### config.mk
export PLATFORM = sky130hd
export DESIGN_NAME = nts_rx_frontend
export DESIGN_NICKNAME = d
export VERILOG_FILES = /design/src/common/nts_frame_pkg.sv /design/src/common/nts_api_pkg.sv /design/src/rx/nts_rx_frontend.sv
export SDC_FILE = /design/constraint.sdc
export NUM_CORES = 1
export LEC_CHECK = 0
export BUFFER_PORTS_ARGS = -buffer_cell sky130_fd_sc_hd__clkbuf_2
export CORE_MARGIN = 5
export CORE_UTILIZATION = 50
export CTS_CLUSTER_SIZE = 8
export DETAILED_ROUTE_END_ITERATION = 8
export PLACE_DENSITY_LB_ADDON = 0.3
export SKIP_LAST_GASP = 1
export SLEW_MARGIN = 20
export SYNTH_ARGS = -nofsm -noshare
export SYNTH_HDL_FRONTEND = slang
export SYNTH_SLANG_ARGS = --single-unit
### constraint.sdc
create_clock -name i_clk -period 11.5 [get_ports i_clk]
set_input_delay 2.3 -clock i_clk [delete_from_list [all_inputs] [get_ports i_clk]]
set_output_delay 2.3 -clock i_clk [all_outputs]
set_load 0.02 [all_outputs]
### src/common/nts_frame_pkg.sv
// Frame storage package with receive beat types, bank addressing and bank states
`default_nettype none

package nts_frame_pkg;

  localparam int BUF_ADDR_W = 8;   // 256 words per bank
  localparam int WORD_W     = 64;
  localparam int KEEP_W     = 8;

  typedef logic [BUF_ADDR_W-1:0] buf_addr_t;

  // One beat as it leaves the MAC
  typedef struct packed {
    logic [WORD_W-1:0] data;
    logic [KEEP_W-1:0] keep;
  } rx_beat_t;

  // Beat after byte-order correction
  typedef struct packed {
    logic              beat;   // Any byte valid
    logic [WORD_W-1:0] data;   // Left-aligned
    logic [KEEP_W-1:0] keep;   // Mask as received
  } rx_word_t;

  typedef enum logic [2:0] {
    EMPTY,
    HAS_DATA,
    RECEIVED,
    OFFER,
    READ_INIT,
    READ_OUT,
    READ_LAST,
    READ_DONE
  } bank_state_t;

endpackage

`default_nettype wire

### src/common/nts_api_pkg.sv
// Register API package with address map, identity words and statistics events
`default_nettype none

package nts_api_pkg;

  localparam int API_ADDR_W = 12;
  localparam int API_DATA_W = 32;

  localparam logic [API_ADDR_W-1:0] ADDR_NAME0          = 12'h000;
  localparam logic [API_ADDR_W-1:0] ADDR_NAME1          = 12'h001;
  localparam logic [API_ADDR_W-1:0] ADDR_VERSION        = 12'h002;
  localparam logic [API_ADDR_W-1:0] ADDR_DUMMY          = 12'h003;
  localparam logic [API_ADDR_W-1:0] ADDR_BYTES_MSB      = 12'h00A;
  localparam logic [API_ADDR_W-1:0] ADDR_BYTES_LSB      = 12'h00B;
  localparam logic [API_ADDR_W-1:0] ADDR_FRAMES_MSB     = 12'h020;
  localparam logic [API_ADDR_W-1:0] ADDR_FRAMES_LSB     = 12'h021;
  localparam logic [API_ADDR_W-1:0] ADDR_GOOD_MSB       = 12'h022;
  localparam logic [API_ADDR_W-1:0] ADDR_GOOD_LSB       = 12'h023;
  localparam logic [API_ADDR_W-1:0] ADDR_BAD_MSB        = 12'h024;
  localparam logic [API_ADDR_W-1:0] ADDR_BAD_LSB        = 12'h025;
  localparam logic [API_ADDR_W-1:0] ADDR_DISPATCHED_MSB = 12'h026;
  localparam logic [API_ADDR_W-1:0] ADDR_DISPATCHED_LSB = 12'h027;

  localparam logic [63:0] CORE_NAME    = 64'h4E54_532D_4449_5350;   // NTS-DISP
  localparam logic [31:0] CORE_VERSION = 32'h302E_3032;             // 0.02

  // Statistics counter slots
  localparam int CNT_FRAMES     = 0;
  localparam int CNT_GOOD       = 1;
  localparam int CNT_BAD        = 2;
  localparam int CNT_DISPATCHED = 3;
  localparam int CNT_BYTES      = 4;
  localparam int NUM_CNT        = 5;

  typedef struct packed {
    logic       sof;
    logic [3:0] nbytes;
  } rx_stat_t;

endpackage

`default_nettype wire

### src/rx/nts_rx_frontend.sv
// Receive front end that left-aligns the last word, counts bytes and detects frame start
`default_nettype none
`timescale 1ns/10ps

module nts_rx_frontend (
  input  wire                     i_clk,
  input  wire                     i_areset,
  input  wire nts_frame_pkg::rx_beat_t i_beat,
  output nts_frame_pkg::rx_word_t o_word,
  output logic                    o_sof,
  output nts_api_pkg::rx_stat_t   o_stat
);

  import nts_frame_pkg::*;

  logic [KEEP_W-1:0] prev_keep;
  logic [3:0]        nbytes;
  logic [3:0]        pad;      // Empty bytes below the payload

  // --------------------------------------------------------------------
  // Keep mask decode
  // --------------------------------------------------------------------
  always_comb
  begin
    case (i_beat.keep)
      8'hFF:   nbytes = 4'd8;
      8'h7F:   nbytes = 4'd7;
      8'h3F:   nbytes = 4'd6;
      8'h1F:   nbytes = 4'd5;
      8'h0F:   nbytes = 4'd4;
      8'h07:   nbytes = 4'd3;
      8'h03:   nbytes = 4'd2;
      8'h01:   nbytes = 4'd1;
      default: nbytes = 4'd0;   // Idle or odd mask
    endcase
  end

  assign pad = 4'd8 - nbytes;

  // Move the valid low bytes to the top of the word
  assign o_word.data = (nbytes == 4'd0) ? i_beat.data : (i_beat.data << {pad, 3'b000});
  assign o_word.keep = i_beat.keep;
  assign o_word.beat = |i_beat.keep;

  // --------------------------------------------------------------------
  // Start of frame
  // --------------------------------------------------------------------
  always_ff @(posedge i_clk or posedge i_areset)
  begin
    if (i_areset)
      prev_keep <= '1;   // Non-zero so no false 00 to FF step
    else
      prev_keep <= i_beat.keep;
  end

  assign o_sof = (prev_keep == '0) && (i_beat.keep == '1);

  assign o_stat.sof    = o_sof;
  assign o_stat.nbytes = nbytes;

endmodule

`default_nettype wire

==> metrics.txt <==
final std cells w/o fill=499; WS Path Type=input port to primary output; number of global-route vias before repair=2978; number of synthesized flops with an enable pin=0; global route total overflow=0; Peak VDD IR=0.0511 mV; relative slew slack=30.2%; count of final hold-check violations=0; Synth Area per Inst=9.14 um2; Initial Utilization=51.1%; Slowest cell on crit path=ha_2; clk slew on worst S/H paths=0.04 ns; routed len/inst=18.4 um; main flop type after synthesis=dfstp_2; sequential share of power=17.3%; Rows=27; clock sinks=8; placed instance count=496; RSZ-0062 raised after global routing=false; Unique masters post-synth=52; Fmax=122 MHz; Hold/Removal Path Class=input port to asynchronous set/reset pin; DR vias/cell=6.49; drt pass-1 iters=5; first-pass GRT wire length=14600 um; Leakage Power=1.59 nW; Buf/Inv on CP=3; Yosys warnings=0; CP arrival=5.90 ns; Min Hold Slack=2.22 ns; clock root buffer=clkbuf_8; syn nets=383; Worst Path Required=9.20 ns; largest delay contributor family on the critical path=buffers and inverters; Net Sw Power=0.0787 mW; initial antenna violation count=0; Synth async-reset ratio=100%; CP Capture Type=primary output; Setup WS post-layout=3.30 ns; CTS Hold Bufs=0; sequential fraction of the synthesis area=7.46%; worst-margin pin slew=1.04 ns; Die Ht=85.1 um; Synth Cell Area=2820 um2; Reg with most FFs=prev_keep; Gate Count Post-Synth=308; top routing layer in use=met4; Met3 Routed Length=897 um; core area=5510 um2; clk buf depth=2; number of diodes=0; Synth Register Bits=8; Net Sw Frac=43.6%; via count=3239; internal power=0.102 mW; Final min period=8.20 ns; final net count=504; setup TNS=0 ns; pwr/cell area=51.0 nW/um2; largest net degree at the start of global routing=68; Largest register FFs=8; crit path launch type=input port; final period utilization=71.3%; gpl congestion=0.857; setup bufs post-CTS=0; Synth-to-Final Area Change=25.7%; Slew Viols, Final=0; DRC viols=0; Comb power frac=65.2%; gr usage total=23.7%; die area=7230 um2; HPWL after DPL=6730 um; CTS buffer count=3; drt total wl=9180 um; post-cts sizing count=0; crit-path max cell delay=0.73 ns; die width=85.1 um; Critical Path, Cell by Cell=clkbuf_2 -> nand4_4 -> nor4b_1 -> a31oi_1 -> ha_2 -> buf_4 -> nor2_1 -> mux2i_1 -> nor3_1 -> a311oi_1 -> o211a_1 -> clkbuf_2; Crit path top cell by count=clkbuf_2; Post-Place Worst Slack=3.28 ns; top flop regs=prev_keep (8); Antenna Violating Nets Remaining=0; status=finished clean; max_cap viols=0; DRT iter0 DRCs=261; M1 WL=3810 um; endpoints failing setup=0; crit-path max FO=41; Pwr Total=0.181 mW; CTS tree=built; I/O pin total=153; number of port buffers=152; fraction of layout cells with a size suffix above 1=51.1%; H-tree level count=1; met2 wire length=4370 um; Clock power frac=17.5%
-- layout by cell type, fill, tap and decap left out, drive strengths merged, types with 8 or more instances in the layout --
| cell type | count |
|---|---|
| a222oi | 8 |
| a31oi | 8 |
| o21ai | 13 |
| nor2b | 10 |
| nand2 | 36 |
| clkbuf | 155 |
| o22ai | 11 |
| a22o | 23 |
| inv | 19 |
| a22oi | 9 |
| mux4 | 33 |
| dfstp | 8 |
| mux2 | 12 |
| mux2i | 12 |
-- cell usage after synthesis (all sizes together), types with 2 or more instances --
master	instances	share of area (%)
mux2i	12	4.3
a221o	2	0.71
a22oi	9	2.4
a32o	6	2.1
clkbuf	21	2.8
xor2	2	0.62
o221ai	6	1.9
o21ai	13	2.3
nor2b	10	2.2
xnor2	2	0.62
a22o	23	7.2
nor3	4	0.71
a21o	7	1.9
a31oi	8	1.8
nor2	5	0.67
nand2	36	4.8
nand3	3	0.53
buf	20	5.9
nor4b	2	0.62
o22ai	11	2.4
nand4	2	0.98
a211oi	3	1.4
inv	19	2.5
nor4	3	0.89
dfstp	8	7.5
and2	3	0.67
mux2	12	4.8
a21oi	2	0.49
mux4	33	27
a222oi	8	2.8
-- power groups by stage --
stage	clock network [mW]	logic (mW)	registers, mW
final	0.0316	0.118	0.0312
after global routing	0.0350	0.127	0.0314
after CTS	0.0322	0.117	0.0312
after detailed placement	0	0.117	0.0315
after global placement	0	0.115	0.0315
after floorplan	0	0.0728	0.0314
-- area by class of cell --
cell class | count | area [um2]
clock buffer | 3 | 41.3
timing repair buffer | 157 | 798
tap | 72 | 90.1
multi-input combinational | 240 | 2330
fill | 474 | 1970
inverter | 19 | 71.3
sequential | 8 | 210
-- worst max path at each step --
stage,depth (start not counted),start,to
detailed placement,12,i_beat[1],o_word[55]
floorplan,12,i_beat[7],o_word[22]
global route,12,i_beat[1],o_word[55]
global placement,12,i_beat[1],o_word[55]
CTS,12,i_beat[1],o_word[55]
finish,12,i_beat[1],o_word[55]
-- metrics by stage --
stage	instance area, um2	utilization, %
3_5_place_dp	3500	63.5
6_report	3540	64.3
5_1_grt	3540	64.3
2_1_floorplan	2820	-
4_1_cts	3540	64.3
3_3_place_gp	3500	63.5
-- metal layers --
layer  vias up  global-route usage (%)
met3        10                    3.40
li1       1490                       -
met4         0                    4.75
met2       186                    38.8
met5         -                       0
met1      1553                    33.4
-- logic make-up after synthesis --
logic type                 count (synthesis)  share of synthesized area (%)
AOI/OAI and AO/OA                        104                           29.5
adders and majority gates                  1                          0.444
buffers and inverters                     60                           11.2
muxes                                     57                           36.5
and+or+nand+nor                           74                           13.7
DFF                                        8                           7.46
xor gates and xnor gates                   4                           1.24
Note: power is estimated with default switching activity, not from simulation.
