$ cat config.mk
export PLATFORM = sky130hd
export DESIGN_NAME = nts_api_regs
export DESIGN_NICKNAME = d
export VERILOG_FILES = /design/src/common/nts_api_pkg.sv /design/src/logic/nts_api_regs.sv
export SDC_FILE = /design/constraint.sdc
export NUM_CORES = 1
export LEC_CHECK = 0
export ABC_AREA = 1
export BUFFER_PORTS_ARGS = -buffer_cell sky130_fd_sc_hd__buf_2
export CAP_MARGIN = 20
export CELL_PAD_IN_SITES_DETAIL_PLACEMENT = 0
export CELL_PAD_IN_SITES_GLOBAL_PLACEMENT = 1
export CORE_MARGIN = 2
export CORE_UTILIZATION = 35
export DETAILED_ROUTE_END_ITERATION = 8
export PLACE_DENSITY = 0.66
export SLEW_MARGIN = 10
export SYNTH_ARGS = -nofsm -noshare
export SYNTH_HDL_FRONTEND = slang
export SYNTH_SLANG_ARGS = --single-unit
$ cat constraint.sdc
create_clock -name i_clk -period 22.3 [get_ports i_clk]
set_input_delay 2.23 -clock i_clk [delete_from_list [all_inputs] [get_ports i_clk]]
set_output_delay 2.23 -clock i_clk [all_outputs]
set_load 0.02 [all_outputs]
$ cat src/common/nts_api_pkg.sv
// Register API package with address map, identity words and statistics events
`default_nettype none

package nts_api_pkg;

  localparam int API_ADDR_W = 12;
  localparam int API_DATA_W = 32;

  localparam logic [API_ADDR_W-1:0] ADDR_NAME0          = 12'h000;
  localparam logic [API_ADDR_W-1:0] ADDR_NAME1          = 12'h001;
  localparam logic [API_ADDR_W-1:0] ADDR_VERSION        = 12'h002;
  localparam logic [API_ADDR_W-1:0] ADDR_DUMMY          = 12'h003;
  localparam logic [API_ADDR_W-1:0] ADDR_BYTES_MSB      = 12'h00A;
  localparam logic [API_ADDR_W-1:0] ADDR_BYTES_LSB      = 12'h00B;
  localparam logic [API_ADDR_W-1:0] ADDR_FRAMES_MSB     = 12'h020;
  localparam logic [API_ADDR_W-1:0] ADDR_FRAMES_LSB     = 12'h021;
  localparam logic [API_ADDR_W-1:0] ADDR_GOOD_MSB       = 12'h022;
  localparam logic [API_ADDR_W-1:0] ADDR_GOOD_LSB       = 12'h023;
  localparam logic [API_ADDR_W-1:0] ADDR_BAD_MSB        = 12'h024;
  localparam logic [API_ADDR_W-1:0] ADDR_BAD_LSB        = 12'h025;
  localparam logic [API_ADDR_W-1:0] ADDR_DISPATCHED_MSB = 12'h026;
  localparam logic [API_ADDR_W-1:0] ADDR_DISPATCHED_LSB = 12'h027;

  localparam logic [63:0] CORE_NAME    = 64'h4E54_532D_4449_5350;   // NTS-DISP
  localparam logic [31:0] CORE_VERSION = 32'h302E_3032;             // 0.02

  // Statistics counter slots
  localparam int CNT_FRAMES     = 0;
  localparam int CNT_GOOD       = 1;
  localparam int CNT_BAD        = 2;
  localparam int CNT_DISPATCHED = 3;
  localparam int CNT_BYTES      = 4;
  localparam int NUM_CNT        = 5;

  typedef struct packed {
    logic       sof;
    logic [3:0] nbytes;
  } rx_stat_t;

endpackage

`default_nettype wire

$ cat src/logic/nts_api_regs.sv
// API register block with statistics counters, LSB snapshots and scratch register
`default_nettype none
`timescale 1ns/10ps

module nts_api_regs (
  input  wire                                 i_clk,
  input  wire                                 i_areset,
  input  wire nts_api_pkg::rx_stat_t          i_stat,
  input  wire                                 i_good,
  input  wire                                 i_bad,
  input  wire                                 i_rd_start,
  input  wire                                 i_cs,
  input  wire                                 i_we,
  input  wire  [nts_api_pkg::API_ADDR_W-1:0]  i_addr,
  input  wire  [nts_api_pkg::API_DATA_W-1:0]  i_wdata,
  output logic [nts_api_pkg::API_DATA_W-1:0]  o_rdata
);

  import nts_api_pkg::*;

  logic [63:0]           cnt     [NUM_CNT];
  logic [API_DATA_W-1:0] cnt_lsb [NUM_CNT];   // Latched on MSB read
  logic [3:0]            cnt_inc [NUM_CNT];
  logic [NUM_CNT-1:0]    snap_we;
  logic [API_DATA_W-1:0] dummy;
  logic                  dummy_we;

  // --------------------------------------------------------------------
  // Event increments
  // --------------------------------------------------------------------
  always_comb
  begin
    cnt_inc[CNT_FRAMES]     = {3'b000, i_stat.sof};
    cnt_inc[CNT_GOOD]       = {3'b000, i_good};
    cnt_inc[CNT_BAD]        = {3'b000, i_bad};
    cnt_inc[CNT_DISPATCHED] = {3'b000, i_rd_start};
    cnt_inc[CNT_BYTES]      = i_stat.nbytes;
  end

  assign dummy_we = i_cs && i_we && (i_addr == ADDR_DUMMY);

  // --------------------------------------------------------------------
  // Read decode
  // --------------------------------------------------------------------
  always_comb
  begin
    o_rdata = '0;
    snap_we = '0;
    if (i_cs && !i_we)
    begin
      case (i_addr)
        ADDR_NAME0:   o_rdata = CORE_NAME[63:32];
        ADDR_NAME1:   o_rdata = CORE_NAME[31:0];
        ADDR_VERSION: o_rdata = CORE_VERSION;
        ADDR_DUMMY:   o_rdata = dummy;
        ADDR_BYTES_MSB:
        begin
          o_rdata            = cnt[CNT_BYTES][63:32];
          snap_we[CNT_BYTES] = 1'b1;
        end
        ADDR_BYTES_LSB: o_rdata = cnt_lsb[CNT_BYTES];
        ADDR_FRAMES_MSB:
        begin
          o_rdata             = cnt[CNT_FRAMES][63:32];
          snap_we[CNT_FRAMES] = 1'b1;
        end
        ADDR_FRAMES_LSB: o_rdata = cnt_lsb[CNT_FRAMES];
        ADDR_GOOD_MSB:
        begin
          o_rdata           = cnt[CNT_GOOD][63:32];
          snap_we[CNT_GOOD] = 1'b1;
        end
        ADDR_GOOD_LSB: o_rdata = cnt_lsb[CNT_GOOD];
        ADDR_BAD_MSB:
        begin
          o_rdata          = cnt[CNT_BAD][63:32];
          snap_we[CNT_BAD] = 1'b1;
        end
        ADDR_BAD_LSB: o_rdata = cnt_lsb[CNT_BAD];
        ADDR_DISPATCHED_MSB:
        begin
          o_rdata                 = cnt[CNT_DISPATCHED][63:32];
          snap_we[CNT_DISPATCHED] = 1'b1;
        end
        ADDR_DISPATCHED_LSB: o_rdata = cnt_lsb[CNT_DISPATCHED];
        default: o_rdata = '0;
      endcase
    end
  end

  always_ff @(posedge i_clk or posedge i_areset)
  begin
    if (i_areset)
    begin
      dummy <= '0;
      for (int i = 0; i < NUM_CNT; i++)
      begin
        cnt[i]     <= '0;
        cnt_lsb[i] <= '0;
      end
    end
    else
    begin
      if (dummy_we)
        dummy <= i_wdata;
      for (int i = 0; i < NUM_CNT; i++)
      begin
        cnt[i] <= cnt[i] + 64'(cnt_inc[i]);
        if (snap_we[i])
          cnt_lsb[i] <= cnt[i][31:0];   // Live value, before this edge's increment
      end
    end
  end

endmodule

`default_nettype wire

==> impl_metrics.json, run 1 <==
{
  "start_kind": "primary input",
  "initial_core_util_pct": 35.47,
  "drtIter0Drc": 2548,
  "worstSetupEndpointType": "output pin",
  "cts_buffers": 60,
  "clock_sinks": 512,
  "core_um2": 82240,
  "htree_levels": 2,
  "cp_slowest_cell": "buf_4",
  "synth-main-ff-cell": "dfrtp_1",
  "p_total_w": 0.002328,
  "fin_crit_sh_pct": 32.56,
  "max-slew-margin-rel_pct": 34.52,
  "ctsResizeCount": 0,
  "cp.required_ns": 20.07,
  "via_count": 25960,
  "worst_clock_skew_ns": 0.02954,
  "max_stage_delay_ns": 0.68,
  "clkLatencyLatePin_ns": 0.66,
  "synth.area.top_cells": "dfrtp_1 (44%), nand2_1 (12%), nand3_1 (7.5%)",
  "antenna_left": 0,
  "cts_tree": "yes",
  "cts_buffer_depth": 3,
  "vias_per_cell": 5.222,
  "track_usage_pct": 27.47,
  "drc": 0,
  "drv_cap": 0,
  "ys_top_cells_by_count": "nand2_1 (941), dfrtp_1 (512), nor2_1 (500), nand3_1 (435), inv_1 (381)",
  "met3_usage_pct": 4.469,
  "report.final.slew_viol_count": 0,
  "wirelength_um": 118000,
  "yosysTopAreaCellShare_pct": 43.92,
  "grt_overflow": 0,
  "root_buffer": "clkbuf_16",
  "die_h_um": 292.7,
  "die_width_um": 292.7,
  "nets": 3922,
  "synth_cell_types": 44,
  "ys_ff_latch": 512,
  "p_per_area_nw_per_um2": 71.13,
  "ys_seq_area_share_pct": 43.92,
  "met2_usage_pct": 42.60,
  "cts_hold_buf": 0,
  "fillers": 8644,
  "setup_viol": 0,
  "grt_max_degree": 162,
  "io_pins": 88,
  "critPathKind": "primary input to output pin",
  "path_cells": "buf_2 -> nor2_1 -> nand3_1 -> nor2_4 -> buf_4 -> buf_4 -> nand2_1 -> nor2_1 -> nor2_1 -> nand2_1 -> nor2_1 -> nor2_2 -> buf_2",
  "synth_area_per_cell_um2": 7.708,
  "synth.most_common_cell": "nand2_1",
  "finalWeightedCongestion": 0.9776,
  "synthesis.nets": 3854,
  "grt_pass1_vias": 25560,
  "drtPass1Iterations": 6,
  "cpLargestDelayFamily": "buffers and inverters",
  "ys.warnings.count": 0,
  "syn_area_um2": 29170,
  "synthCells": 3785,
  "synth_edf_count": 0,
  "area_delta_synth_final_pct": 12.20,
  "cts_setup_buffers": 0,
  "finalSetupTns_ns": 0,
  "status": "finished clean",
  "diodes": 0,
  "worst_pin_slew_ns": 0.9822,
  "use_met1_pct": 38.60,
  "place_hpwl_um": 93200,
  "ir_drop_mv": 0.04507,
  "dieArea_um2": 85680,
  "ff_latch_area_um2": 12810,
  "leakagePower_nw": 15.96,
  "drive_gt1_share_pct": 9.382,
  "async_flop_share_pct": 100.0,
  "worstHoldPathType": "flop to flop",
  "fin_crit_ns": 7.260,
  "clk_pin_slew_ns": 0.06,
  "cp.buffers_inverters": 4,
  "postLayoutCellArea_um2": 32730,
  "grt_pass1_wl_um": 173300,
  "placed_area_um2": 30600,
  "wl_per_cell_um": 23.75,
  "io_buffers": 87,
  "rsz0062_at_grt": "no",
  "crit_top_cell": "nor2_1",
  "hold_viol_final": 0,
  "crit_arrival_ns": 5.03,
  "fp-row-count": 105,
  "fmax_mhz": 137.7,
  "multi_input_area_um2": 14390,
  "yosysTopAreaCell": "dfrtp_1",
  "grt-busiest-layer": "met2",
  "antenna_found_initial": 2,
  "cp_max_fo": 67
}
==> stage by stage <==
step                utilization [%]  std cells  hold slack [ns]  worst slack, ns
finish                        39.80       4971           0.4731            15.04
global route                  39.80       4971           0.4966            14.83
CTS                           39.78       4970           0.4742            15.03
detailed placement            37.21       4860           0.4618            15.03
global placement              37.21       4860           0.4574            15.13
floorplan                         -       3785           0.4416            5.770
==> where the power goes <==
part / internal, W / switching (W) / total, W
clock network: 0.000645 / 0.000436 / 0.00108
logic: 0.0000591 / 0.000160 / 0.000219
registers: 0.000977 / 0.0000508 / 0.00103
==> cell usage in the layout (no fill, tap or decap), drive strengths merged, types with 4 or more instances in the layout <==
cell type  synthesis  final
clkbuf            23     81
nand3            441    441
nand4             96     96
nor4               9      9
nor3             184    184
xnor2             48     48
dfrtp            512    512
ha                12     12
buf               78    107
inv              388    391
nand3b            20     20
a21oi              5      5
and2               4      4
mux2              76     76
nor3b              4      4
clkinv             0     10
bufinv             0     10
xor2             234    234
nor2             559    559
o21ai            129    129
clkinvlp           0      6
nand2            954    954
==> path summary, 6_finish.rpt <==
| path | startpoint | end | slack (ns) | depth (start not counted) |
|---|---|---|---|---|
| min | cnt[156] | cnt[156] | 0.47 | 1 |
| max reg2reg | cnt[128] | cnt[174] | 19.66 | 8 |
| max in group asynchronous | i_areset | cnt[54] | 18.24 | 4 |
| max | i_addr[7] | o_rdata[26] | 15.04 | 13 |
| min in group asynchronous | i_areset | cnt[136] | 1.75 | 2 |
| min reg2reg | cnt[156] | cnt[156] | 0.47 | 1 |
==> kinds of logic after synthesis <==
group           share of synthesized area (%)
buf+inv                                 6.884
simple gates                            34.65
flops                                   43.92
mux                                     3.165
xor+xnor                                8.466
fa+ha+maj                              0.5833
compound gates                          2.337
==> worst reg2reg max path, delay by kind of cell, from the launching register on <==
family / cells / cell delay, ns
simple gates: 5 / 1.15
xor+xnor: 1 / 0.18
fa+ha+maj: 2 / 0.75
flops: 1 / 0.45
==> cell type report <==
| type | instances | area share [%] |
|---|---|---|
| well taps | 1070 | 4.090 |
| inverters | 388 | 4.480 |
| flip-flops and latches | 512 | 39.14 |
| clock buffers | 81 | 5.168 |
| repair buffers | 107 | 1.865 |
| clock inverters | 29 | 1.288 |
| multi-input cells | 2784 | 43.97 |
==> layer usage <==
layer / wire, um / vias up
met5: 13 / -
met4: 4462 / 2
met3: 8016 / 183
met2: 51940 / 904
met1: 53610 / 12560
li1: - / 12310
==> state kept, by name (all words and copies together) (netlist names) <==
register and flops:
cnt 320, cnt_lsb 160, dummy 32
Power figures use the tool's default switching activity.
==> run 2, diff against run 1 <==
==> constraint.sdc (replaced) <==
create_clock -name i_clk -period 6.8 [get_ports i_clk]
set_input_delay 0.68 -clock i_clk [delete_from_list [all_inputs] [get_ports i_clk]]
set_output_delay 0.68 -clock i_clk [all_outputs]
set_load 0.02 [all_outputs]
==> run 2 against run 1 <==
Effect of this change: critical endpoint is now o_rdata[20]; first-iteration DRC count is 3.5% higher; critical path type unchanged; clock-buffer cell count grew 8; design area about the same.
==> impl_metrics.json, run 2 (same netlist as run 1, synthesis figures left out) <==
{
  "place_hpwl_um": 93210,
  "ctsResizeCount": 0,
  "initial_core_util_pct": 35.47,
  "root_buffer": "clkbuf_16",
  "max-slew-margin-rel_pct": 26.28,
  "grt_max_degree": 172,
  "critPathLaunch": "i_addr[7]",
  "ir_drop_mv": 0.1953,
  "antenna_found_initial": 2,
  "start_kind": "primary input",
  "clock_sinks": 512,
  "finalWeightedCongestion": 0.9694,
  "holdWs_ns": 0.1831,
  "nets": 3927,
  "path_cells": "buf_2 -> nor2_1 -> nand3_1 -> nor2_4 -> buf_4 -> nand3_1 -> nand2_1 -> nor2_1 -> nand2_1 -> nor2_1 -> nor2_2 -> buf_2",
  "worst_clock_skew_ns": 0.02135,
  "status": "finished clean",
  "setup_viol": 0,
  "worst_slack_ns": 2.822,
  "dp_slack_ns": 2.683,
  "met2_length_um": 52270,
  "drv_cap": 0,
  "hold_viol_final": 0,
  "cp.required_ns": 6.12,
  "io_pins": 88,
  "fin_crit_ns": 3.978,
  "p_per_area_nw_per_um2": 229.4,
  "cp_slowest_cell": "nor2_4",
  "cts_buffer_depth": 3,
  "cts_hold_buf": 0,
  "die_width_um": 292.7,
  "placed_area_um2": 30630,
  "drtPass1Iterations": 5,
  "wl_per_cell_um": 23.53,
  "htree_levels": 2,
  "fin_crit_sh_pct": 58.51,
  "fp-row-count": 105,
  "fillers": 8602,
  "rsz0062_at_grt": "no",
  "die_h_um": 292.7,
  "report.final.slew_viol_count": 0,
  "cpLargestDelayFamily": "simple AND/OR/NAND/NOR gates",
  "area_delta_synth_final_pct": 12.21,
  "cp.buffers_inverters": 3,
  "via_count": 25870,
  "clk_pin_slew_ns": 0.06,
  "core_um2": 82240,
  "worstSetupEndpointType": "output pin",
  "final_common_cell": "nand2_1",
  "drtIter0Drc": 2637,
  "wirelength_um": 117100,
  "dieArea_um2": 85680,
  "track_usage_pct": 27.28,
  "reg_top3": "cnt x320, cnt_lsb x160, dummy x32",
  "fmax_mhz": 251.4,
  "critPathKind": "primary input to output pin",
  "p_total_w": 0.007509,
  "grt_pass1_vias": 25460,
  "antenna_left": 0,
  "cts_buffers": 61,
  "largest_reg_flops": 320,
  "cp_max_fo": 29,
  "vias_per_cell": 5.198,
  "io_buffers": 87,
  "timing.rr.start": "cnt[256]",
  "top_register": "cnt",
  "worst_pin_slew_ns": 1.106,
  "dr_wl_met3_um": 6841,
  "met1Wirelength_um": 53650,
  "grt_overflow": 0,
  "cts_setup_buffers": 0,
  "cts_tree": "yes",
  "postLayoutCellArea_um2": 32740,
  "drc": 0,
  "clkLatencyLatePin_ns": 0.65,
  "diodes": 0,
  "worstHoldPathType": "primary input to asynchronous set/reset pin",
  "final_core_util_pct": 39.81,
  "crit_arrival_ns": 3.30,
  "layout_common_cells": "nand2_1 (940), dfrtp_1 (512), nor2_1 (499), nand3_1 (433), inv_1 (380)",
  "max_stage_delay_ns": 0.71,
  "leakagePower_nw": 15.99,
  "top_layer_used": "met4",
  "crit_top_cell": "nor2_1",
  "drive_gt1_share_pct": 9.496,
  "grt_pass1_wl_um": 172500
}
==> run 2: stage by stage <==
| step | TNS [ns] | instances |
|---|---|---|
| global placement | 0 | 4862 |
| global route | 0 | 4977 |
| CTS | 0 | 4974 |
| detailed placement | 0 | 4862 |
| floorplan | -426.15 | 3785 |
| finish | 0 | 4977 |
==> run 2: metal layers <==
| metal | up-vias | track usage, % |
|---|---|---|
| li1 | 12320 | - |
| met1 | 12550 | 38.55 |
| met2 | 832 | 42.93 |
| met3 | 170 | 3.445 |
| met4 | 0 | 9.593 |
| met5 | - | 0 |
==> run 2: cell type report <==
cell class / count / area, um2 / share of cell area (%)
Sequential cell: 512 / 12810 / 39.14
Timing Repair Buffer: 111 / 698.2 / 2.133
Tap cell: 1070 / 1339 / 4.090
Inverter: 388 / 1463 / 4.468
Clock inverter: 23 / 227.7 / 0.6956
Multi-Input combinational cell: 2784 / 14380 / 43.93
Clock buffer: 89 / 1814 / 5.542
==> run 2: path summary, 6_finish.rpt <==
path                       slack (ns)  depth (start not counted)           to
setup / recovery                 2.82                         12  o_rdata[20]
hold / removal                   0.18                          2     cnt[154]
setup reg to reg                 4.12                          8     cnt[312]
hold reg to reg                  0.48                          1     cnt[156]
max in group asynchronous        5.13                          3      cnt[61]
min in group i_clk               0.25                          2     dummy[7]
==> run 2: power breakdown <==
group	internal [W]	leakage, nW	switching (W)
Sequential	0.00320	6.48	0.000190
Combinational	0.000196	8.50	0.000521
Clock	0.00199	1.02	0.00141
